### config.mk
export PLATFORM = sky130hd
export DESIGN_NAME = video_cpu_port
export DESIGN_NICKNAME = d
export VERILOG_FILES = /design/src/hdl/video_bus_pkg.sv /design/src/hdl/video_disp_pkg.sv /design/src/hdl/video_cpu_port.sv
export VERILOG_INCLUDE_DIRS = /design/src /design/src/hdl
export SDC_FILE = /design/constraint.sdc
export NUM_CORES = 1
export LEC_CHECK = 0
export ABC_AREA = 1
export BUFFER_PORTS_ARGS = -buffer_cell sky130_fd_sc_hd__buf_2
export CAP_MARGIN = 5
export CORE_AREA = 4 4 131 133
export DETAILED_ROUTE_END_ITERATION = 7
export DIE_AREA = 0 0 135 137
export PLACE_DENSITY = 0.85
export RECOVER_POWER = 25
export SYNTH_ARGS = -nofsm -noshare
export SYNTH_HDL_FRONTEND = slang
export SYNTH_SLANG_ARGS = --single-unit
### constraint.sdc
create_clock -name i_clock -period 3.95 [get_ports i_clock]
set_input_delay 0 -clock i_clock [delete_from_list [all_inputs] [get_ports i_clock]]
set_output_delay 0 -clock i_clock [all_outputs]
set_load 0.01 [all_outputs]
### src/hdl/video_settings.svh
`ifndef VIDEO_SETTINGS_SVH
`define VIDEO_SETTINGS_SVH

// Bus widths
`define VIDEO_ADDR_W 32
`define VIDEO_DATA_W 32

// Line geometry, four index bytes per word
`define VIDEO_MAX_PITCH 640
`define VIDEO_LINE_WORDS (`VIDEO_MAX_PITCH / 4)

// Palette and raster
`define VIDEO_PAL_SIZE 256
`define VIDEO_COLOR_W 24
`define VIDEO_POS_W 11

// CPU address regions in bits 23:20
`define VIDEO_REGION_PAL 4'he
`define VIDEO_REGION_CTRL 4'hf

`endif

### src/hdl/video_bus_pkg.sv
`include "video_settings.svh"

package video_bus_pkg;

	// ==========================================================
	// One request on the CPU bus or on memory port A
	// ==========================================================
	typedef struct packed {
		logic                     rw;
		logic [`VIDEO_ADDR_W-1:0] address;
		logic [`VIDEO_DATA_W-1:0] wdata;
	} bus_req_t;

	// Target of a CPU access
	typedef enum logic [1:0] {
		REGION_VRAM,
		REGION_PAL,
		REGION_CTRL
	} cpu_region_e;

	// Control register select, address bits 3:2
	typedef enum logic [1:0] {
		REG_OFFSET,
		REG_PITCH,
		REG_SKIP
	} ctrl_reg_e;

endpackage

### src/hdl/video_disp_pkg.sv
`include "video_settings.svh"

package video_disp_pkg;

	// Display registers written by the CPU
	typedef struct packed {
		logic [31:0] read_offset;
		logic [31:0] pitch;
		logic [1:0]  skip;
	} disp_regs_t;

	// Raster position and blanking from the timing source
	typedef struct packed {
		logic                    hblank;
		logic                    vblank;
		logic [`VIDEO_POS_W-1:0] pos_x;
		logic [`VIDEO_POS_W-1:0] pos_y;
	} raster_t;

	// Port B line fetch
	typedef enum logic [1:0] {
		FETCH_IDLE,
		FETCH_REQ,
		FETCH_RELEASE
	} fetch_state_e;

endpackage

### src/hdl/video_cpu_port.sv
`include "video_settings.svh"

module video_cpu_port
	import video_bus_pkg::*;
	import video_disp_pkg::*;
(
	input  logic                                i_clock,
	input  logic                                i_rst_n,
	input  logic                                i_cpu_req,
	input  bus_req_t                            i_cpu_bus,
	output logic                                o_cpu_ack,
	output logic [`VIDEO_DATA_W-1:0]            o_cpu_rdata,
	output logic                                o_vram_a_req,
	output bus_req_t                            o_vram_a_bus,
	input  logic                                i_vram_a_ack,
	input  logic [`VIDEO_DATA_W-1:0]            i_vram_a_rdata,
	output disp_regs_t                          o_regs,
	output logic                                o_pal_we,
	output logic [$clog2(`VIDEO_PAL_SIZE)-1:0]  o_pal_index,
	output logic [`VIDEO_COLOR_W-1:0]           o_pal_color
);

	localparam int PAL_IDX_W = $clog2(`VIDEO_PAL_SIZE);

	typedef enum logic [2:0] {
		CPU_IDLE,
		CPU_EXEC,
		CPU_MEM,
		CPU_ACK,
		CPU_HOLD
	} cpu_state_e;

	cpu_state_e                 state;
	cpu_region_e                region;
	ctrl_reg_e                  reg_sel;
	logic [3:0]                 region_code;
	logic [`VIDEO_DATA_W-1:0]   reg_rdata;

	assign region_code = i_cpu_bus.address[23:20];
	assign reg_sel = ctrl_reg_e'(i_cpu_bus.address[3:2]);

	// Register readback, skip zero extended
	always_comb begin
		case (reg_sel)
			REG_OFFSET: reg_rdata = o_regs.read_offset;
			REG_PITCH:  reg_rdata = o_regs.pitch;
			REG_SKIP:   reg_rdata = `VIDEO_DATA_W'(o_regs.skip);
			default:    reg_rdata = '0;
		endcase
	end

	// ==========================================================
	// Request FSM
	// ==========================================================
	always_ff @(posedge i_clock) begin
		if (!i_rst_n) begin
			state <= CPU_IDLE;
			region <= REGION_VRAM;
			o_cpu_ack <= 1'b0;
			o_vram_a_req <= 1'b0;
			o_pal_we <= 1'b0;
			o_regs <= '0;
		end else begin
			o_pal_we <= 1'b0;
			case (state)
				CPU_IDLE: begin
					// Port A must have finished its last handshake
					if (i_cpu_req && !i_vram_a_ack) begin
						if (region_code == `VIDEO_REGION_PAL) begin
							region <= REGION_PAL;
							o_pal_we <= i_cpu_bus.rw;
							o_pal_index <= i_cpu_bus.address[PAL_IDX_W+1:2];
							o_pal_color <= i_cpu_bus.wdata[`VIDEO_COLOR_W-1:0];
							state <= CPU_EXEC;
						end else if (region_code == `VIDEO_REGION_CTRL) begin
							region <= REGION_CTRL;
							state <= CPU_EXEC;
						end else begin
							region <= REGION_VRAM;
							o_vram_a_req <= 1'b1;
							o_vram_a_bus.rw <= i_cpu_bus.rw;
							o_vram_a_bus.address <= `VIDEO_ADDR_W'(i_cpu_bus.address[23:0]);
							o_vram_a_bus.wdata <= i_cpu_bus.wdata;
							state <= CPU_MEM;
						end
					end
				end
				CPU_EXEC: begin
					// Palette reads give zero
					o_cpu_rdata <= '0;
					if (region == REGION_CTRL) begin
						o_cpu_rdata <= reg_rdata;
						if (i_cpu_bus.rw) begin
							case (reg_sel)
								REG_OFFSET: o_regs.read_offset <= i_cpu_bus.wdata;
								REG_PITCH:  o_regs.pitch <= i_cpu_bus.wdata;
								REG_SKIP:   o_regs.skip <= i_cpu_bus.wdata[1:0];
								default:    o_regs <= o_regs;
							endcase
						end
					end
					state <= CPU_ACK;
				end
				CPU_MEM: begin
					if (i_vram_a_ack) begin
						o_vram_a_req <= 1'b0;
						o_cpu_rdata <= i_vram_a_rdata;
						o_cpu_ack <= 1'b1;
						state <= CPU_HOLD;
					end
				end
				CPU_ACK: begin
					o_cpu_ack <= 1'b1;
					state <= CPU_HOLD;
				end
				CPU_HOLD: begin
					if (!i_cpu_req) begin
						o_cpu_ack <= 1'b0;
						state <= CPU_IDLE;
					end
				end
				default: state <= CPU_IDLE;
			endcase
		end
	end

	// Port A fields held until the memory answers
	a_vram_a_stable: assert property (@(posedge i_clock) disable iff (!i_rst_n)
		o_vram_a_req && !i_vram_a_ack |=> $stable(o_vram_a_bus));

endmodule

**Yosys cells after proc, flatten, opt, wreduce, memory -nomap -nowiden**

Index checks and enable logic that the tools add are counted.

- Register bits: 195
- Logic and storage cells: 67
- Input port bits: 101

- Multiplexer cells: 20
- Eq/ne operators: 14
- Reduce and logical (&&, ||, !) cells: 17
- Bitwise logic cells: 2

Operators by type and width:

| cell | number |
|---|---|
| $pmux W32 S3 | 1 |
| $mux W32 | 2 |
| $pmux W32 S2 | 1 |
| $reduce_and A4 Y1 | 4 |
| $pmux W3 S5 | 1 |
| $ne A2 B2 Y1 const B | 5 |
| $reduce_and A5 Y1 | 2 |
| $mux W3 | 3 |
| $reduce_and A3 Y1 | 3 |
| $eq A4 B4 Y1 const B | 2 |
| $mux W2 | 4 |
| $eq A3 B2 Y1 const B | 2 |
| $mux W1 | 6 |
| $eq A2 B2 Y1 const B | 2 |
| $reduce_bool A2 Y1 | 2 |
| $eq A3 B1 Y1 const B | 1 |
| $eq A3 B3 Y1 const B | 1 |
| $logic_not A3 Y1 | 1 |
| $pmux W1 S3 | 1 |
| $reduce_bool A3 Y1 | 1 |
| $eq A2 B1 Y1 const B | 1 |
| $logic_not A2 Y1 | 1 |
| $not A1 Y1 | 2 |
| $pmux W1 S2 | 1 |
| other kinds (3) | 3 |

**Longest topological paths before layout**

- Depth in word-level cells: 5
- Depth in mapped cells: 8

**Least setup slack after synthesis**

Ideal clock, no wire load.

- Path kind: reg-to-reg
- From: register state[1]
- To: register o_vram_a_bus[0] (netlist name) (enable)
- Buffers on the path: 0
- Clock period less this slack: 3.556 ns
- Arrival: 3.084 ns
- Data required time: 3.478 ns
- Slack: 0.394 ns
- Stages on the path, launching flop included: 6
- Cell sequence: dfxtp_1 -> inv_2 -> nand2_1 -> nor2_1 -> nand2_1 -> nor2_1

- Word-level cells in the longest chain between the ends: 2

Ends and longest elaborated chain:

| item | line | source |
|---|---|---|
| start: declaration | video_cpu_port.sv:33 | `cpu_state_e state;` |
| start signal: assignment | video_cpu_port.sv:57 | `state <= CPU_IDLE;` |
| start signal: assignment | video_cpu_port.sv:74 | `state <= CPU_EXEC;` |
| start signal: assignment | video_cpu_port.sv:77 | `state <= CPU_EXEC;` |
| $logic_not A3 Y1 | video_cpu_port.sv:65 | `case (state)` |
| $reduce_and A5 Y1 (no line) | n/a |  |
| end: declaration | video_cpu_port.sv:14 | `output bus_req_t o_vram_a_bus,` |

Every way passes these cells.
A chain may end at the register's enable or synchronous reset.

**Final worst setup path**

- From: register state[0]
- To: register o_cpu_rdata[10] (enable)

- Word-level cells in the longest chain between the ends: 3

Ends and longest elaborated chain:

| item | line | source |
|---|---|---|
| $eq A3 B2 Y1 / $eq A3 B1 Y1 (equally long branches) | video_cpu_port.sv:65 |  |
| $ne A2 B2 Y1 (no line) / $reduce_bool A2 Y1 (equally long branches) | n/a |  |
| $reduce_and A3 Y1 (no line) (*) | n/a |  |
| end signal: assignment | video_cpu_port.sv:92 | `o_cpu_rdata <= reg_rdata;` |
| end signal: assignment | video_cpu_port.sv:107 | `o_cpu_rdata <= i_vram_a_rdata;` |
| end: declaration | video_cpu_port.sv:12 | `` output logic [`VIDEO_DATA_W-1:0] o_cpu_rdata, `` |

Every way passes the cells marked *; elsewhere a longest branch is shown, timed or not.

==> results by group <==
Clock tree
  • CTS root buf: clkbuf_16
  • Setup repair bufs after CTS: 0
  • Clk slew on worst S/H paths: 0.08 ns
  • CTS max path bufs: 2
  • Post_cts resized: 0
  • TritonCTS clock tree: yes
  • H-tree depth: 4
  • Hold Buf Count CTS: 92
  • Sink Count: 195
  • CTS buffer count: 17
  • Clock latency at the later pin of the worst-skew pair: 0.44 ns

Worst setup path
  • CP delay by family, top: compound AO/OA/AOI/OAI gates
  • Crit Path Class: reg -> reg
  • Worst EP arrival: 2.66 ns
  • R2R depth: 4
  • Crit. End Element: register
  • CP Cell Sequence: nor2_4, buf_4, nand2_1, a21oi_4
  • Slowest-stage cell, CP: a21oi_4
  • Critical Path RT: 4.00 ns
  • CP Launch Type: register
  • CP Max Fanout: 32
  • Crit-path max cell delay: 0.98 ns
  • RR Startpoint: state[0]
  • CP bufs+invs: 1
  • R2R setup slack: 1.33 ns
  • Reg2reg end: o_cpu_rdata[10]

GRT
  • Number of global-route vias before repair: 7036
  • Total Routing Usage GR: 26.5%
  • GRT overflow: 0
  • M2 GR Usage: 45.6%
  • Initial antenna violation count: 0
  • Pin count of the biggest net entering global routing: 68
  • First-pass GRT wire length: 37300 um
  • Met3 GRT Util: 6.76%
  • Grt met1 use: 30.3%
  • GRT busiest layer: met2

Place
  • # port buffers: 282
  • DP Wirelength: 15100 um
  • Placed Area: 9280 um2
  • GP Congestion: 0.822
  • Place WS: 1.39 ns

Timing
  • Setup TNS: 0 ns
  • F_max: 382 MHz
  • # setup viols final: 0
  • Slew Limit Fails: 0
  • Final hold vios: 0
  • Worst setup margin: 1.33 ns
  • RSZ-0062 raised after global routing: false
  • Post-layout min period: 2.62 ns
  • Slew HR: 20.8%
  • Clock Skew: 0.0129 ns
  • Worst slew pin tran: 1.18 ns
  • Crit share post-route: 66.2%

Finish
  • Commonest non-fill, non-tap cell in the layout: nand2_1
  • Share of cells above drive strength 1: 22.0%
  • Layout area overhead: 38.7%
  • Nets@finish: 1272
  • Most frequent cells in the layout: 240 x nand2_1, 202 x buf_2, 143 x nor2_1
  • Post-route cell area: 10700 um2
  • Antenna Diode Count: 0
  • Fillers: 1182

Detailed routing
  • WL final: 24700 um
  • Initial DRC Count: 502
  • Wire length per cell: 17.7 um
  • Final ANT Viol Nets: 0
  • Via density: 5.10
  • Post-route DRC: 0
  • Via count: 7140
  • DR pass1 iterations: 6

Synthesis
  • Post-synthesis sequential area ratio: 66.0%
  • Synth Cell Area: 7750 um2
  • Syn Inst Count: 815
  • Cell variety after synth: 24
  • Top post-synthesis cells by area: edfxtp_1 47%, dfxtp_1 19%, nand2_1 12%
  • Post-synthesis average cell area: 9.51 um2
  • Synth Warn #: 0
  • Post-synth top area share: 46.9%
  • Yosys reg bits: 195
  • Cell taking the most area after synthesis: edfxtp_1

Die
  • Rows: 46
  • I/O pins: 299
  • Die Span Y: 137 um
  • Core area: 15800 um2
  • Initial Util: 49.0%
  • Die ar.: 18500 um2
  • Die X: 135 um

Hold path
  • WHS Endpoint: o_vram_a_bus[45]
  • Cell depth of the worst hold path: 2
  • Hold_sp: i_cpu_bus[45]
  • Hold WC Path Type: in -> reg

Power and ir drop
  • P_sw: 0.00122 W
  • Clock share of power: 39.4%
  • Leakage: 4.77 nW
  • P_int: 0.00351 W
  • Maximum vdd drop: 0.270 mV
  • Comb power frac: 11.2%
  • Pwr Density: 441 nW/um2
  • Register share of total power: 49.4%
  • Switching Share: 25.8%

Flow run
  • Max cap viols: 0

Status
  • Outcome: finished clean
==> area by class of cell <==
| type | instances | area, um2 | share of cell area [%] |
|---|---|---|---|
| Sequential cell | 195 | 5120 | 47.6 |
| Timing Repair Buffer | 382 | 2300 | 21.4 |
| Multi-Input combinational cell | 525 | 2220 | 20.7 |
| Clock buffer | 18 | 429 | 3.99 |
| Tap cell | 216 | 270 | 2.52 |
| Clock inverter | 14 | 213 | 1.98 |
| Inverter | 50 | 188 | 1.75 |
==> metrics by stage <==
stage | util (%) | std cells | hold slack, ns | power, W
after floorplan | - | 822 | 0.0989 | 0.00264
after global placement | 58.6 | 1276 | 0.176 | 0.00282
after detailed placement | 58.6 | 1276 | 0.179 | 0.00284
after CTS | 68.5 | 1400 | 0.259 | 0.00475
after global routing | 67.9 | 1400 | 0.258 | 0.00492
final | 67.9 | 1400 | 0.276 | 0.00474
==> synthesized netlist by cell type (all sizes together) <==
cell	n
dfxtp	74
and2	1
nand3b	1
nand3	114
conb	1
inv	50
a21oi	5
edfxtp	121
o211ai	1
buf	40
nor2	149
nand2	241
nor3	4
o21ai	1
clkbuf	12
==> logic make-up (layout without fill, tap and decap cells) <==
family | Yosys count | after routing | share of synthesized area (%)
AND/OR/NAND/NOR | 510 | 510 | 27.4
flip-flops | 195 | 195 | 66.0
buffers and inverters | 102 | 464 | 6.10
AO/OA/AOI/OAI | 7 | 7 | 0.484
other | 1 | 8 | 0.0484
==> routing by layer <==
metal / up-vias / share of wire [%]
li1: 3330 / -
met4: 0 / 4.1
met5: - / 0
met2: 432 / 50
met1: 3304 / 36
met3: 74 / 9.8
==> power groups by stage <==
stage	registers, W	clock network (W)	logic, W
floorplan	0.00239	0	0.000250
global placement	0.00238	0	0.000441
detailed placement	0.00238	0	0.000453
CTS	0.00234	0.00188	0.000527
global route	0.00235	0.00199	0.000582
finish	0.00234	0.00187	0.000529
==> flip-flops by register name (all words and copies together), names as in the netlist <==
signal	flops
o_vram_a_req	1
o_pal_index	8
region	2
o_pal_we	1
o_regs	66
o_cpu_ack	1
state	3
o_pal_color	24
o_cpu_rdata	32
o_vram_a_bus	57
==> worst max-delay path by stage <==
stage | start | to | slack, ns | cells after the start
2_1_floorplan | state[1] | o_vram_a_bus[0] | 0.39 | 5
3_3_place_gp | state[0] | o_cpu_rdata[10] | 1.44 | 4
3_5_place_dp | state[0] | o_cpu_rdata[10] | 1.39 | 4
4_1_cts | state[0] | o_cpu_rdata[17] | 1.39 | 4
5_1_grt | state[0] | o_pal_color[19] | 1.15 | 7
6_report | state[0] | o_cpu_rdata[10] | 1.33 | 4
No activity file was read; power rests on OpenSTA's default activity.
