**config.mk**
```make
export PLATFORM = sky130hd
export DESIGN_NAME = video_line_fetch
export DESIGN_NICKNAME = d
export VERILOG_FILES = /design/src/hdl/video_disp_pkg.sv /design/src/hdl/video_line_fetch.sv
export VERILOG_INCLUDE_DIRS = /design/src /design/src/hdl
export SDC_FILE = /design/constraint.sdc
export NUM_CORES = 1
export LEC_CHECK = 0
export BUFFER_PORTS_ARGS = -buffer_cell sky130_fd_sc_hd__buf_2
export CAP_MARGIN = 20
export CORE_UTILIZATION = 45
export DETAILED_ROUTE_END_ITERATION = 12
export GPL_ROUTABILITY_DRIVEN = 0
export GPL_TIMING_DRIVEN = 0
export MAX_ROUTING_LAYER = met4
export PLACE_DENSITY = 0.74
export SLEW_MARGIN = 20
export SYNTH_ARGS = -nofsm -noshare
export SYNTH_HDL_FRONTEND = slang
export SYNTH_SLANG_ARGS = --single-unit
```
**constraint.sdc**
```tcl
create_clock -name i_clock -period 3.45 [get_ports i_clock]
set_input_delay 0.1725 -clock i_clock [delete_from_list [all_inputs] [get_ports i_clock]]
set_output_delay 0.1725 -clock i_clock [all_outputs]
set_load 0.01 [all_outputs]
```
**src/hdl/video_settings.svh**
```systemverilog
`ifndef VIDEO_SETTINGS_SVH
`define VIDEO_SETTINGS_SVH

// Bus widths
`define VIDEO_ADDR_W 32
`define VIDEO_DATA_W 32

// Line geometry, four index bytes per word
`define VIDEO_MAX_PITCH 640
`define VIDEO_LINE_WORDS (`VIDEO_MAX_PITCH / 4)

// Palette and raster
`define VIDEO_PAL_SIZE 256
`define VIDEO_COLOR_W 24
`define VIDEO_POS_W 11

// CPU address regions in bits 23:20
`define VIDEO_REGION_PAL 4'he
`define VIDEO_REGION_CTRL 4'hf

`endif

```
**src/hdl/video_disp_pkg.sv**
```systemverilog
`include "video_settings.svh"

package video_disp_pkg;

	// Display registers written by the CPU
	typedef struct packed {
		logic [31:0] read_offset;
		logic [31:0] pitch;
		logic [1:0]  skip;
	} disp_regs_t;

	// Raster position and blanking from the timing source
	typedef struct packed {
		logic                    hblank;
		logic                    vblank;
		logic [`VIDEO_POS_W-1:0] pos_x;
		logic [`VIDEO_POS_W-1:0] pos_y;
	} raster_t;

	// Port B line fetch
	typedef enum logic [1:0] {
		FETCH_IDLE,
		FETCH_REQ,
		FETCH_RELEASE
	} fetch_state_e;

endpackage

```
**src/hdl/video_line_fetch.sv**
```systemverilog
`include "video_settings.svh"

module video_line_fetch
	import video_disp_pkg::*;
(
	input  logic                                  i_clock,
	input  logic                                  i_rst_n,
	input  raster_t                               i_raster,
	input  disp_regs_t                            i_regs,
	output logic                                  o_vram_b_req,
	output logic [`VIDEO_ADDR_W-1:0]              o_vram_b_addr,
	input  logic                                  i_vram_b_ack,
	input  logic [`VIDEO_DATA_W-1:0]              i_vram_b_rdata,
	output logic                                  o_line_we,
	output logic [$clog2(`VIDEO_LINE_WORDS)-1:0]  o_line_index,
	output logic [`VIDEO_DATA_W-1:0]              o_line_data
);

	localparam int IDX_W = $clog2(`VIDEO_LINE_WORDS);
	localparam logic [IDX_W-1:0] MAX_WORDS = IDX_W'(`VIDEO_LINE_WORDS);

	fetch_state_e               state;
	logic                       hblank_q;
	logic                       vblank_q;
	logic                       vblank_fall;
	logic                       hblank_fall;
	logic                       line_start;
	logic                       line_odd;
	logic [`VIDEO_ADDR_W-1:0]   row_base;
	logic [`VIDEO_ADDR_W-1:0]   next_base;
	logic [31:0]                pitch_words;
	logic [IDX_W-1:0]           line_words;
	logic [IDX_W-1:0]           word_cnt;

	// Edges against the registered blank levels
	assign vblank_fall = vblank_q && !i_raster.vblank;
	assign hblank_fall = hblank_q && !i_raster.hblank && !i_raster.vblank;
	assign line_start = vblank_fall || hblank_fall;

	assign pitch_words = i_regs.pitch >> 2;
	assign line_words = (pitch_words > 32'(`VIDEO_LINE_WORDS)) ? MAX_WORDS
		: pitch_words[IDX_W-1:0];

	// Row base for the line about to be fetched
	always_comb begin
		if (vblank_fall) begin
			next_base = i_regs.read_offset;
		end else if (!i_regs.skip[1] || line_odd) begin
			next_base = row_base + i_regs.pitch;
		end else begin
			next_base = row_base;
		end
	end

	// ==========================================================
	// Port B burst, one four-phase cycle per word
	// ==========================================================
	always_ff @(posedge i_clock) begin
		if (!i_rst_n) begin
			state <= FETCH_IDLE;
			hblank_q <= 1'b0;
			vblank_q <= 1'b0;
			line_odd <= 1'b0;
			row_base <= '0;
			word_cnt <= '0;
			o_vram_b_req <= 1'b0;
			o_line_we <= 1'b0;
		end else begin
			hblank_q <= i_raster.hblank;
			vblank_q <= i_raster.vblank;
			o_line_we <= 1'b0;
			if (line_start) begin
				row_base <= next_base;
				line_odd <= vblank_fall ? 1'b0 : !line_odd;
			end
			case (state)
				FETCH_IDLE: begin
					if (line_start && line_words != '0) begin
						o_vram_b_req <= 1'b1;
						o_vram_b_addr <= next_base;
						word_cnt <= '0;
						state <= FETCH_REQ;
					end
				end
				FETCH_REQ: begin
					if (i_vram_b_ack) begin
						o_vram_b_req <= 1'b0;
						o_line_we <= 1'b1;
						o_line_index <= word_cnt;
						o_line_data <= i_vram_b_rdata;
						word_cnt <= word_cnt + 1'b1;
						state <= FETCH_RELEASE;
					end
				end
				FETCH_RELEASE: begin
					if (!i_vram_b_ack) begin
						if (word_cnt == line_words) begin
							state <= FETCH_IDLE;
						end else begin
							o_vram_b_req <= 1'b1;
							o_vram_b_addr <= o_vram_b_addr + `VIDEO_ADDR_W'(4);
							state <= FETCH_REQ;
						end
					end
				end
				default: state <= FETCH_IDLE;
			endcase
		end
	end

	a_line_index: assert property (@(posedge i_clock) disable iff (!i_rst_n)
		o_line_we |-> (o_line_index < MAX_WORDS));

endmodule

```
# After elaboration in Yosys (flattened, before gate mapping)
# Cells that the tools add are included.
dict set report word_totals {
  elab_cells 65
  regBits 119
  output_inout_bits 74
  in_bits 125
}
dict set report classes {
  magnitude_cmp 1
  add_sub_neg 3
  n_mux 22
  eq_ne 7
  n_reduce_logical 21
}
# cell count
set op_table {}
lappend op_table {{32-bit 2-to-1 mux} 5}
lappend op_table {{32-bit case mux with 2 select lines} 1}
lappend op_table {{32-bit by 3-bit adder with 32-bit output, second input constant} 1}
lappend op_table {{32-bit adder} 1}
lappend op_table {{30-bit by 8-bit > comparator with 1-bit output, second input constant} 1}
lappend op_table {{8-bit 2-to-1 mux} 3}
lappend op_table {{8-bit case mux with 2 select lines} 1}
lappend op_table {{5-bit AND reduction} 2}
lappend op_table {{3-bit AND reduction} 3}
lappend op_table {{8-bit by 1-bit adder with 8-bit output, second input constant} 1}
lappend op_table {{8-bit == test} 1}
lappend op_table {{2-bit inequality test, second input constant} 4}
lappend op_table {{8-bit nonzero test} 1}
lappend op_table {{1-bit 2-to-1 mux} 7}
lappend op_table {{2-bit 2-to-1 mux} 3}
lappend op_table {{2-bit case mux with 3 select lines} 1}
lappend op_table {{1-bit logical AND} 4}
lappend op_table {{1-bit zero test} 4}
lappend op_table {{2-bit nonzero test} 2}
lappend op_table {{1-bit case mux with 3 select lines} 1}
lappend op_table {{3-bit nonzero test} 1}
lappend op_table {{2-bit by 1-bit == test with 1-bit output, second input constant} 1}
lappend op_table {{2-bit == test, second input constant} 1}
lappend op_table {{2-bit zero test} 1}
lappend op_table {{2 further kinds} 3}

# Logic depth before layout (Yosys ltp)
# Gate-level depths: netlist (run 1).
dict set report depth {
  depth_word 7
  ltp_mapped 10
  depth_no_buf 10
}

# Least setup slack after synthesis (run 1)
# No wires, ideal clock.
dict set report synth_path {
  kind {in2reg}
  from {in i_rst_n}
  to {reg o_line_data[0] (enable)}
  t_arrival_ns 2.476
  setup_time_ns 0.437
  required_ns 3.013
  stages 4
  setup_slack_ns 0.537
  path_buffers 2
  path_cell_list {clkbuf_1 > clkbuf_1 > nand2_1 > nor2_1}
}
dict set report synth_between {
  elab_chain_cells 1
}
# item line
set synth_lines {}
lappend synth_lines {{from (decl)} video_line_fetch.sv:7} ;# input logic i_rst_n,
lappend synth_lines {{3-bit AND reduction (no source line)} -}
lappend synth_lines {{to (signal assigned)} video_line_fetch.sv:90} ;# o_line_data <= i_vram_b_rdata;
lappend synth_lines {{to (decl)} video_line_fetch.sv:16} ;# output logic [`VIDEO_DATA_W-1:0] o_line_data
# Every way passes these cells.
# A chain may end at the register's enable or synchronous reset.

# Worst setup path after layout (run 1)
dict set report layout_path {
  from {reg row_base[0]}
  to {reg o_vram_b_addr[20] (data pin)}
}
dict set report layout_between {
  elab_chain_cells 5
}
# item line
set layout_lines {}
lappend layout_lines {{from (decl)} video_line_fetch.sv:29} ;# logic [`VIDEO_ADDR_W-1:0] row_base;
lappend layout_lines {{from (signal assigned)} video_line_fetch.sv:73} ;# row_base <= next_base;
lappend layout_lines {{32-bit adder} video_line_fetch.sv:49} ;# next_base = row_base + i_regs.pitch;
lappend layout_lines {{32-bit 2-to-1 mux} video_line_fetch.sv:48} ;# end else if (!i_regs.skip[1] || line_odd) begin
lappend layout_lines {{32-bit 2-to-1 mux} video_line_fetch.sv:46} ;# if (vblank_fall) begin
lappend layout_lines {{32-bit 2-to-1 mux} video_line_fetch.sv:78} ;# if (line_start && line_words != '0) begin
lappend layout_lines {{32-bit case mux with 2 select lines} video_line_fetch.sv:76} ;# case (state)
lappend layout_lines {{to (signal assigned)} video_line_fetch.sv:80} ;# o_vram_b_addr <= next_base;
lappend layout_lines {{to (signal assigned)} video_line_fetch.sv:101} ;# o_vram_b_addr <= o_vram_b_addr + `VIDEO_ADDR_W'(4);
lappend layout_lines {{to (decl)} video_line_fetch.sv:11} ;# output logic [`VIDEO_ADDR_W-1:0] o_vram_b_addr,
# Every way passes these cells. The select of a mux whose other input is x is not followed.

==> results of run 1 <==
## critical path, delay by kind of cell (launching register included)
kind	cells	cell delay, ns
AND/OR/NAND/NOR	2	0.58
flip-flops	1	0.34
AO/OA/AOI/OAI	5	1.19
adder cells (fa/ha/maj)	2	0.62
XOR/XNOR	1	0.12
## power breakdown
part           switching (mW)  internal [mW]
Clock                   0.764          0.964
Sequential             0.0459           1.57
Combinational           0.434          0.284
## flip-flops by register name (all words and copies together) (netlist names)
| name | count |
|---|---|
| o_vram_b_addr | 32 |
| line_odd | 1 |
| word_cnt | 8 |
| o_line_index | 8 |
| state | 2 |
| o_line_data | 32 |
| vblank_q | 1 |
| o_line_we | 1 |
| row_base | 32 |
| o_vram_b_req | 1 |
| hblank_q | 1 |
## per-layer routing
metal	GRT usage, %	up-vias	wire length [um]
met3	4.838	84	2017
met5	-	-	0
met4	13.00	0	958
met2	46.43	436	11000
li1	-	3542	-
met1	37.89	3486	10070
## cells by family after synthesis
logic type      Yosys count
flops                   119
simple gates            281
mux                      11
fa+ha+maj                34
compound gates          251
buf+inv                  60
xor+xnor                 54
## worst max path at each step
| stage | from | endpoint | cells after the start |
|---|---|---|---|
| final | row_base[0] | o_vram_b_addr[20] | 10 |
| after global routing | row_base[0] | o_vram_b_addr[22] | 10 |
| after CTS | row_base[0] | o_vram_b_addr[26] | 10 |
| after detailed placement | i_regs[16] | o_vram_b_addr[21] | 10 |
| after global placement | i_regs[16] | o_vram_b_addr[21] | 10 |
| after floorplan | i_rst_n | o_line_data[0] | 4 |
## through the flow
step / util [%] / hold WS (ns) / instances
2_1_floorplan: - / 0.2714 / 810
3_3_place_gp: 53.33 / 0.3490 / 1200
3_5_place_dp: 53.56 / 0.3508 / 1201
4_1_cts: 59.21 / 0.006558 / 1265
5_1_grt: 59.22 / 0.01295 / 1266
6_report: 59.22 / 0.01557 / 1266
## layout make-up
type                            count  area, um^2  area share, %
Clock inverter                     15       155.1          1.643
Multi-Input combinational cell    631        4035          42.74
Tap cell                          216       270.3          2.862
Clock buffer                       17       425.4          4.506
Inverter                           17       63.81         0.6759
Sequential cell                   119        3103          32.87
Buffer                             43       167.7          1.776
Timing Repair Buffer              207        1219          12.91
Antenna cell                        1       2.502        0.02650
## cells in the final DEF (no fill, tap or decap), types with 4 or more instances in the layout
master and count:
buf_2 179, nand2_1 83, edfxtp_1 72, nor2_1 56, o21ai_0 54, a21oi_1 49
dfxtp_1 47, nand3_1 44, clkbuf_1 34, xnor2_1 33, ha_1 33, dlygate4sd3_1 32
o211ai_1 28, xor2_1 21, clkbuf_16 17, inv_1 16, nand4_1 16, a31oi_1 16
o22ai_1 16, nor3_1 15, a21o_1 14, o21ai_1 11, and3_1 11, o21a_1 11
nand2b_1 9, nor4_1 9, mux2i_1 8, and2_1 7, nor2b_1 5, o31ai_1 5
a211oi_1 5, o221ai_1 5, or4_1 5, or3_1 5, inv_6 5, inv_8 5
buf_1 4
==> flow_metrics.py, run 1 <==
metrics = {
    "detailed_routing": {
        "drt_iter0_markers": 794,
        "drc": 0,
        "ant_nets": 0,
        "avgViaCountPerCell": 5.962,
        "first_pass_iters": 5,
        "vias": 7548,
        "wirelength_um": 24050,
        "wire_per_inst_um": 19.00,
    },
    "clock_network": {
        "clkLatencyLatePin_ns": 0.42,
        "cts.clk_slew.worst_paths_ns": 0.06,
        "cts_buffers": 17,
        "cts_max_level": 4,
        "cts_sinks": 119,
        "hold_buffers": 32,
        "cts-root-buf": "clkbuf_16",
        "clk_path_buf_depth": 2,
        "cts_resized": 0,
        "tritoncts": "yes",
        "cts_setup_buffers": 0,
    },
    "finish": {
        "fillCellCount": 1397,
        "layout-drive-gt1-share_pct": 21.83,
        "area_delta_synth_final_pct": 28.27,
        "stdcell_area_um2": 9442,
        "nNetsFinal": 1195,
    },
    "yosys": {
        "yosys_warnings": 0,
        "synth.top_cells.by_count": "83 x nand2_1, 72 x edfxtp_1, 57 x nor2_1, 54 x o21ai_0, 49 x a21oi_1",
        "yosys.area_share.simple_pct": 18.80,
        "synthTopCellsByArea": "edfxtp_1 29%, dfxtp_1 13%, ha_1 5.6%",
        "yosysTopAreaCellShare_pct": 29.37,
        "yosysMostFrequentCell": "nand2_1",
        "seq_area_frac_synth_pct": 42.16,
        "syn_avg_cell_area_um2": 9.087,
        "ys_types": 67,
        "synth-compound-area-share_pct": 22.05,
        "syn_area_um2": 7361,
        "synth_flop_cell": "edfxtp_1",
        "synthCells": 810,
        "synth_top_family_by_area": "compound AO/OA/AOI/OAI gates",
        "synth_xor_area_share_pct": 6.425,
        "synthMuxAreaShare_pct": 1.547,
        "yosysTopAreaCell": "edfxtp_1",
        "synth-async-reset-ratio_pct": 0,
        "synth_edf_count": 72,
        "synth_fa_ha_area_share_pct": 5.881,
        "synth_nets": 969,
        "synth-seq-cells": 119,
    },
    "place": {
        "pre_cts_slack_ns": 0.05198,
        "io_buffers": 174,
        "dp_hpwl_um": 18040,
        "postPlaceCellArea_um2": 8538,
    },
    "power": {
        "power_density_nw_per_um2": 430.1,
        "finalPower_mw": 4.061,
        "peakVddDrop_v": 0.0002473,
        "p_leak_nw": 3.755,
    },
    "worst_setup_path": {
        "slowest_stage": "o21ai_0",
        "crit_chain": "ha_1, fa_1, a21o_1, and4_1, o21ai_2, nand4_1, o21ai_0, xnor2_1, o21ai_0, a22oi_1",
        "startpoint_type": "register",
        "end_kind": "register",
        "r2r_slack_ns": 0.33,
        "critical_path_class": "register to register",
        "ff2ff_path_depth": 10,
        "rr_startpoint": "row_base[0]",
        "cp.arrival_ns": 3.26,
        "cp.required_ns": 3.59,
        "worst_r2r_endpoint": "o_vram_b_addr[20]",
        "critPathMaxStageDelay_ns": 0.43,
        "crit_top_cell": "o21ai_0",
        "path_max_fanout": 6,
    },
    "timing": {
        "fin_crit_sh_pct": 90.55,
        "min_period_ns": 3.124,
        "fin_ws_ns": 0.3260,
        "slew_headroom_pct": 40.28,
        "rsz0062_at_grt": "no",
        "setup_viol": 0,
        "worstMarginPinSlew_ns": 0.8882,
        "max_freq_mhz": 320.1,
        "fin_tns_setup_ns": 0,
        "hold_viol_final": 0,
        "skew_ns": 0.01206,
        "maxSlewViolCount": 0,
    },
    "hold_path": {
        "worstHoldPathCells": 2,
        "worstHoldStart": "i_raster[23]",
        "hold_path_end": "hblank_q",
        "min_path_type": "input port to register",
    },
    "job": {
        "drv_cap": 0,
    },
    "run_status": {
        "status": "finished clean",
    },
    "global_routing": {
        "gr-usage-all-layers_pct": 29.67,
        "grt_pass1_wl_um": 36320,
        "first_global_vias": 6707,
        "grt_max_degree": 31,
        "gr-total-overflow": 0,
        "antenna_found_initial": 1,
    },
    "floorplan": {
        "rows": 46,
        "die_area_um2": 16870,
        "core-area_um2": 15940,
        "die_h_um": 129.9,
        "io_pins": 199,
        "start_util_pct": 46.17,
        "chipWidth_um": 129.9,
    },
}
No activity file was read; power rests on OpenSTA's default activity.
==> inputs of run 2 (changes only) <==
CORE_MARGIN = 1   (was unset)
PLACE_DENSITY = unset   (was 0.74)
PLACE_DENSITY_LB_ADDON = 0.12   (was unset)
==> run 2 against run 1 <==
Net effect:
- via count is 3.1% lower
- sequential share of layout area fell by 0.16 points
- combinational power is 0.6% lower
- final cell count did not move
- hold slack better by 0.0020 ns
- design area increased by 0.49%
- power rose by 3.3%
- clock power up 8%
- critical path type unchanged
==> flow_metrics.py, run 2 (synthesized netlist as in run 1, its figures left out) <==
metrics = {
    "clock_network": {
        "cts.clk_slew.worst_paths_ns": 0.06,
        "cts_buffers": 17,
        "hold_buffers": 33,
        "clk_path_buf_depth": 2,
        "clkLatencyLatePin_ns": 0.42,
        "cts_sinks": 119,
        "tritoncts": "yes",
        "cts_setup_buffers": 0,
        "cts-root-buf": "clkbuf_16",
        "cts_resized": 0,
        "cts_max_level": 4,
    },
    "timing": {
        "maxSlewViolCount": 0,
        "setup_viol": 0,
        "max_freq_mhz": 313.6,
        "slew_headroom_pct": 48.56,
        "skew_ns": 0.008289,
        "fin_ws_ns": 0.2617,
        "fin_tns_setup_ns": 0,
        "min_period_ns": 3.188,
        "worstMarginPinSlew_ns": 0.7616,
        "fin_crit_sh_pct": 92.41,
        "hold_viol_final": 0,
        "rsz0062_at_grt": "no",
    },
    "detailed_routing": {
        "wirelength_um": 24120,
        "vias": 7314,
        "avgViaCountPerCell": 5.777,
        "drc": 0,
        "wire_per_inst_um": 19.05,
        "first_pass_iters": 5,
        "drt_iter0_markers": 571,
        "ant_nets": 0,
    },
    "finish": {
        "nNetsFinal": 1196,
        "final_cell_mix": "179 x buf_2, 83 x nand2_1, 72 x edfxtp_1, 56 x nor2_1, 54 x o21ai_0",
        "num_antenna_cells": 0,
        "layout-drive-gt1-share_pct": 21.81,
        "final_common_cell": "buf_2",
        "area_delta_synth_final_pct": 28.90,
        "fillCellCount": 1455,
        "reg_top3": "o_line_data (32), o_vram_b_addr (32), row_base (32)",
        "utilization_pct": 59.51,
    },
    "floorplan": {
        "rows": 46,
        "die_h_um": 129.9,
        "start_util_pct": 46.17,
        "die_area_um2": 16870,
        "io_pins": 199,
        "chipWidth_um": 129.9,
        "core-area_um2": 15940,
    },
    "run_status": {
        "status": "finished clean",
    },
    "worst_setup_path": {
        "worst_r2r_endpoint": "o_vram_b_addr[22]",
        "cp.arrival_ns": 3.46,
        "end_kind": "register",
        "critical_path_class": "register to register",
        "rr_startpoint": "row_base[0]",
        "ff2ff_path_depth": 10,
        "path_max_fanout": 6,
        "cp.required_ns": 3.72,
        "r2r_slack_ns": 0.26,
        "startpoint_type": "register",
    },
    "place": {
        "pre_cts_slack_ns": 0.02785,
        "dp_hpwl_um": 18470,
        "io_buffers": 174,
    },
    "power": {
        "peakVddDrop_v": 0.0003755,
        "power_density_nw_per_um2": 442.0,
        "finalPower_mw": 4.193,
        "p_leak_nw": 3.781,
    },
    "hold_path": {
        "worstHoldStart": "i_raster[22]",
        "hold_path_end": "vblank_q",
        "min_path_type": "input port to register",
        "worstHoldPathCells": 2,
    },
    "global_routing": {
        "gr-usage-all-layers_pct": 30.43,
        "gr-total-overflow": 0,
        "grt_max_degree": 31,
        "grt_pass1_wl_um": 37120,
        "first_global_vias": 6807,
        "antenna_found_initial": 0,
    },
    "job": {
        "drv_cap": 0,
    },
}
[run 2: per-stage QoR]
step / hold slack [ns] / area (um^2) / std cells
detailed placement: 0.3509 / 8538 / 1201
CTS: 0.007916 / 9488 / 1266
global route: 0.05123 / 9488 / 1266
floorplan: 0.2714 / 7361 / 810
finish: 0.01753 / 9488 / 1266
global placement: 0.3489 / 8502 / 1200
[run 2: per-layer routing]
metal | track usage [%] | part of all wire (%) | wire length, um | up-vias
met3 | 7.913 | 10 | 2514 | 31
met1 | 39.83 | 44 | 10550 | 3369
met4 | 8.960 | 2.0 | 484 | 0
li1 | - | - | - | 3523
met2 | 46.18 | 44 | 10570 | 391
met5 | - | 0 | 0 | -
[run 2: where the power goes]
part	leakage [nW]	internal [mW]	total, mW	switching [mW]
Sequential	1.04	1.57	1.61	0.0428
Clock	0.298	1.15	1.87	0.714
Combinational	2.44	0.284	0.714	0.430
[run 2: worst max-delay path, stage by stage (launching register included)]
cell	delay, ns
dfxtp_1	0.33
ha_1	0.22
fa_1	0.41
a21o_1	0.19
and4_1	0.23
o21ai_2	0.24
nand4_1	0.28
a21boi_0	0.34
mux2i_1	0.35
o221ai_1	0.24
o21ai_0	0.20
[run 2: area by class of cell]
| class | count | area, um^2 | area share [%] |
|---|---|---|---|
| multi-input combinational | 631 | 4035 | 42.53 |
| sequential | 119 | 3103 | 32.70 |
| timing repair buffer | 208 | 1229 | 12.95 |
| clock buffer | 17 | 425.4 | 4.484 |
| tap | 216 | 270.3 | 2.848 |
| clock inverter | 15 | 193.9 | 2.044 |
| buffer | 43 | 167.7 | 1.767 |
| inverter | 17 | 63.81 | 0.6726 |
[run 2: worst max-delay path by stage]
stage	start	end	slack, ns	depth (start not counted)
floorplan	i_rst_n	o_line_data[0]	0.54	4
global placement	i_regs[20]	o_vram_b_addr[22]	-0.41	10
detailed placement	i_regs[20]	o_vram_b_addr[22]	0.03	10
CTS	row_base[0]	o_vram_b_addr[22]	0.32	10
global route	row_base[0]	o_vram_b_addr[24]	0.13	10
finish	row_base[0]	o_vram_b_addr[22]	0.26	10
==> inputs of run 3 (changes only) <==
CORE_ASPECT_RATIO = 1.1   (was unset)
PLACE_DENSITY = 0.75   (was unset)
PLACE_DENSITY_LB_ADDON = unset   (was 0.12)
==> run 3 against run 2 <==
Net effect:
- hold slack better by 0.039 ns
- clock-buffer cell count unchanged
- first-iteration DRC count grew 39%
- sequential share of layout area up 0.23 points
- register-to-register slack gained 0.08 ns
- sequential cell count is the same
- die area about the same
- highest routed layer unchanged
- global-route usage fell by 0.68 points
- clock skew up 0.0028 ns
- largest cell class unchanged
- core utilization fell by 0.082 points
- routed wire length is 0.38% higher
==> flow_metrics.py, run 3 (synthesized netlist as in run 1, its figures left out) <==
metrics = {
    "detailed_routing": {
        "routed.top_layer": "met4",
        "vias": 7528,
        "first_pass_iters": 5,
        "drc": 0,
        "ant_nets": 0,
        "wire_per_inst_um": 19.36,
        "drt_iter0_markers": 796,
        "met2WireLength_um": 11200,
        "wirelength_um": 24210,
        "wl_met1_um": 9837,
        "avgViaCountPerCell": 6.022,
        "wl_met3_um": 2450,
    },
    "clock_network": {
        "cts_setup_buffers": 0,
        "clk_path_buf_depth": 2,
        "hold_buffers": 33,
        "tritoncts": "yes",
        "cts_max_level": 4,
        "cts-root-buf": "clkbuf_16",
        "cts_resized": 0,
        "cts_buffers": 17,
        "cts.clk_slew.worst_paths_ns": 0.06,
        "cts_sinks": 119,
        "clkLatencyLatePin_ns": 0.43,
    },
    "place": {
        "io_buffers": 174,
        "pre_cts_slack_ns": 0.09305,
        "postPlaceCellArea_um2": 8518,
        "placedCellCount": 1185,
        "dp_hpwl_um": 18180,
    },
    "finish": {
        "layoutNonFillerInstCount": 1250,
        "reg_top3": "o_line_data (32), o_vram_b_addr (32), row_base (32)",
        "fillCellCount": 1371,
        "layout-drive-gt1-share_pct": 21.81,
        "stdcell_area_um2": 9423,
        "final_cell_mix": "179 x buf_2, 83 x nand2_1, 72 x edfxtp_1, 56 x nor2_1, 54 x o21ai_0",
        "utilization_pct": 59.43,
        "num_antenna_cells": 0,
        "nNetsFinal": 1196,
        "final_common_cell": "buf_2",
        "area_delta_synth_final_pct": 28.01,
    },
    "power": {
        "power_density_nw_per_um2": 430.1,
        "peakVddDrop_v": 0.0003319,
        "finalPower_mw": 4.053,
        "p_leak_nw": 3.760,
    },
    "global_routing": {
        "grt_pass1_wl_um": 36550,
        "grt_max_degree": 31,
        "first_global_vias": 6921,
        "gr-total-overflow": 0,
        "antenna_found_initial": 0,
        "gr-usage-all-layers_pct": 29.75,
    },
    "timing": {
        "worstMarginPinSlew_ns": 0.8658,
        "worst_hold_slack_ns": 0.05674,
        "min_period_ns": 3.150,
        "fin_ws_ns": 0.3004,
        "rsz0062_at_grt": "no",
        "maxSlewViolCount": 0,
        "slew_headroom_pct": 41.53,
        "hold_viol_final": 0,
        "fin_crit_sh_pct": 91.29,
        "skew_ns": 0.01113,
        "setup_viol": 0,
        "max_freq_mhz": 317.5,
        "fin_tns_setup_ns": 0,
    },
    "hold_path": {
        "min_path_type": "input port to register",
    },
    "floorplan": {
        "die_h_um": 136.1,
        "chipWidth_um": 123.9,
        "core-area_um2": 15860,
        "start_util_pct": 46.43,
        "rows": 48,
        "io_pins": 199,
        "die_area_um2": 16870,
    },
    "worst_setup_path": {
        "critical_path_class": "input port to register",
        "startpoint_type": "input port",
        "path_max_fanout": 30,
        "end_kind": "register",
        "cp.required_ns": 3.50,
        "cp.arrival_ns": 3.20,
    },
    "run_status": {
        "status": "finished clean",
    },
    "job": {
        "drv_cap": 0,
    },
}
-- run 3: cell types whose count changed in the layout (fill, tap and decap cells not counted) --
cell | before | now
clkinv_8 | 0 | 1
bufinv_16 | 3 | 0
clkinv_2 | 1 | 0
inv_8 | 2 | 5
clkinv_4 | 4 | 2
inv_6 | 3 | 5
-- run 3: per-layer routing --
metal	up-vias	global-route usage (%)
li1	3517	-
met1	3520	38.39
met2	432	45.93
met3	59	5.998
met4	0	10.98
met5	-	-
-- run 3: worst paths after layout --
path | startpoint | end | slack [ns] | cells past startpoint
min | i_regs[54] | row_base[20] | 0.06 | 3
min reg2reg | row_base[24] | row_base[24] | 0.49 | 2
max reg2reg | row_base[0] | o_vram_b_addr[26] | 0.34 | 10
max | i_raster[23] | o_vram_b_addr[22] | 0.30 | 8
-- run 3: layout make-up --
type | count | area, um^2 | area share [%]
tap | 200 | 250.2 | 2.656
sequential | 119 | 3103 | 32.93
clock inverter | 15 | 148.9 | 1.580
buffer | 43 | 167.7 | 1.779
clock buffer | 17 | 425.4 | 4.515
inverter | 17 | 63.81 | 0.6772
timing repair buffer | 208 | 1229 | 13.04
multi-input combinational | 631 | 4035 | 42.82
-- run 3: critical path, cell delays in order --
cell	delay (ns)
dlygate4sd3_1	0.53
buf_2	0.14
nand2b_1	0.18
a21oi_1	0.49
o41ai_1	0.31
mux2_2	0.34
a311oi_2	0.34
and2_2	0.67
-- run 3: report_power, final --
part           internal (mW)  switching [mW]
registers               1.57          0.0458
logic                  0.284           0.433
clock network          0.960           0.761
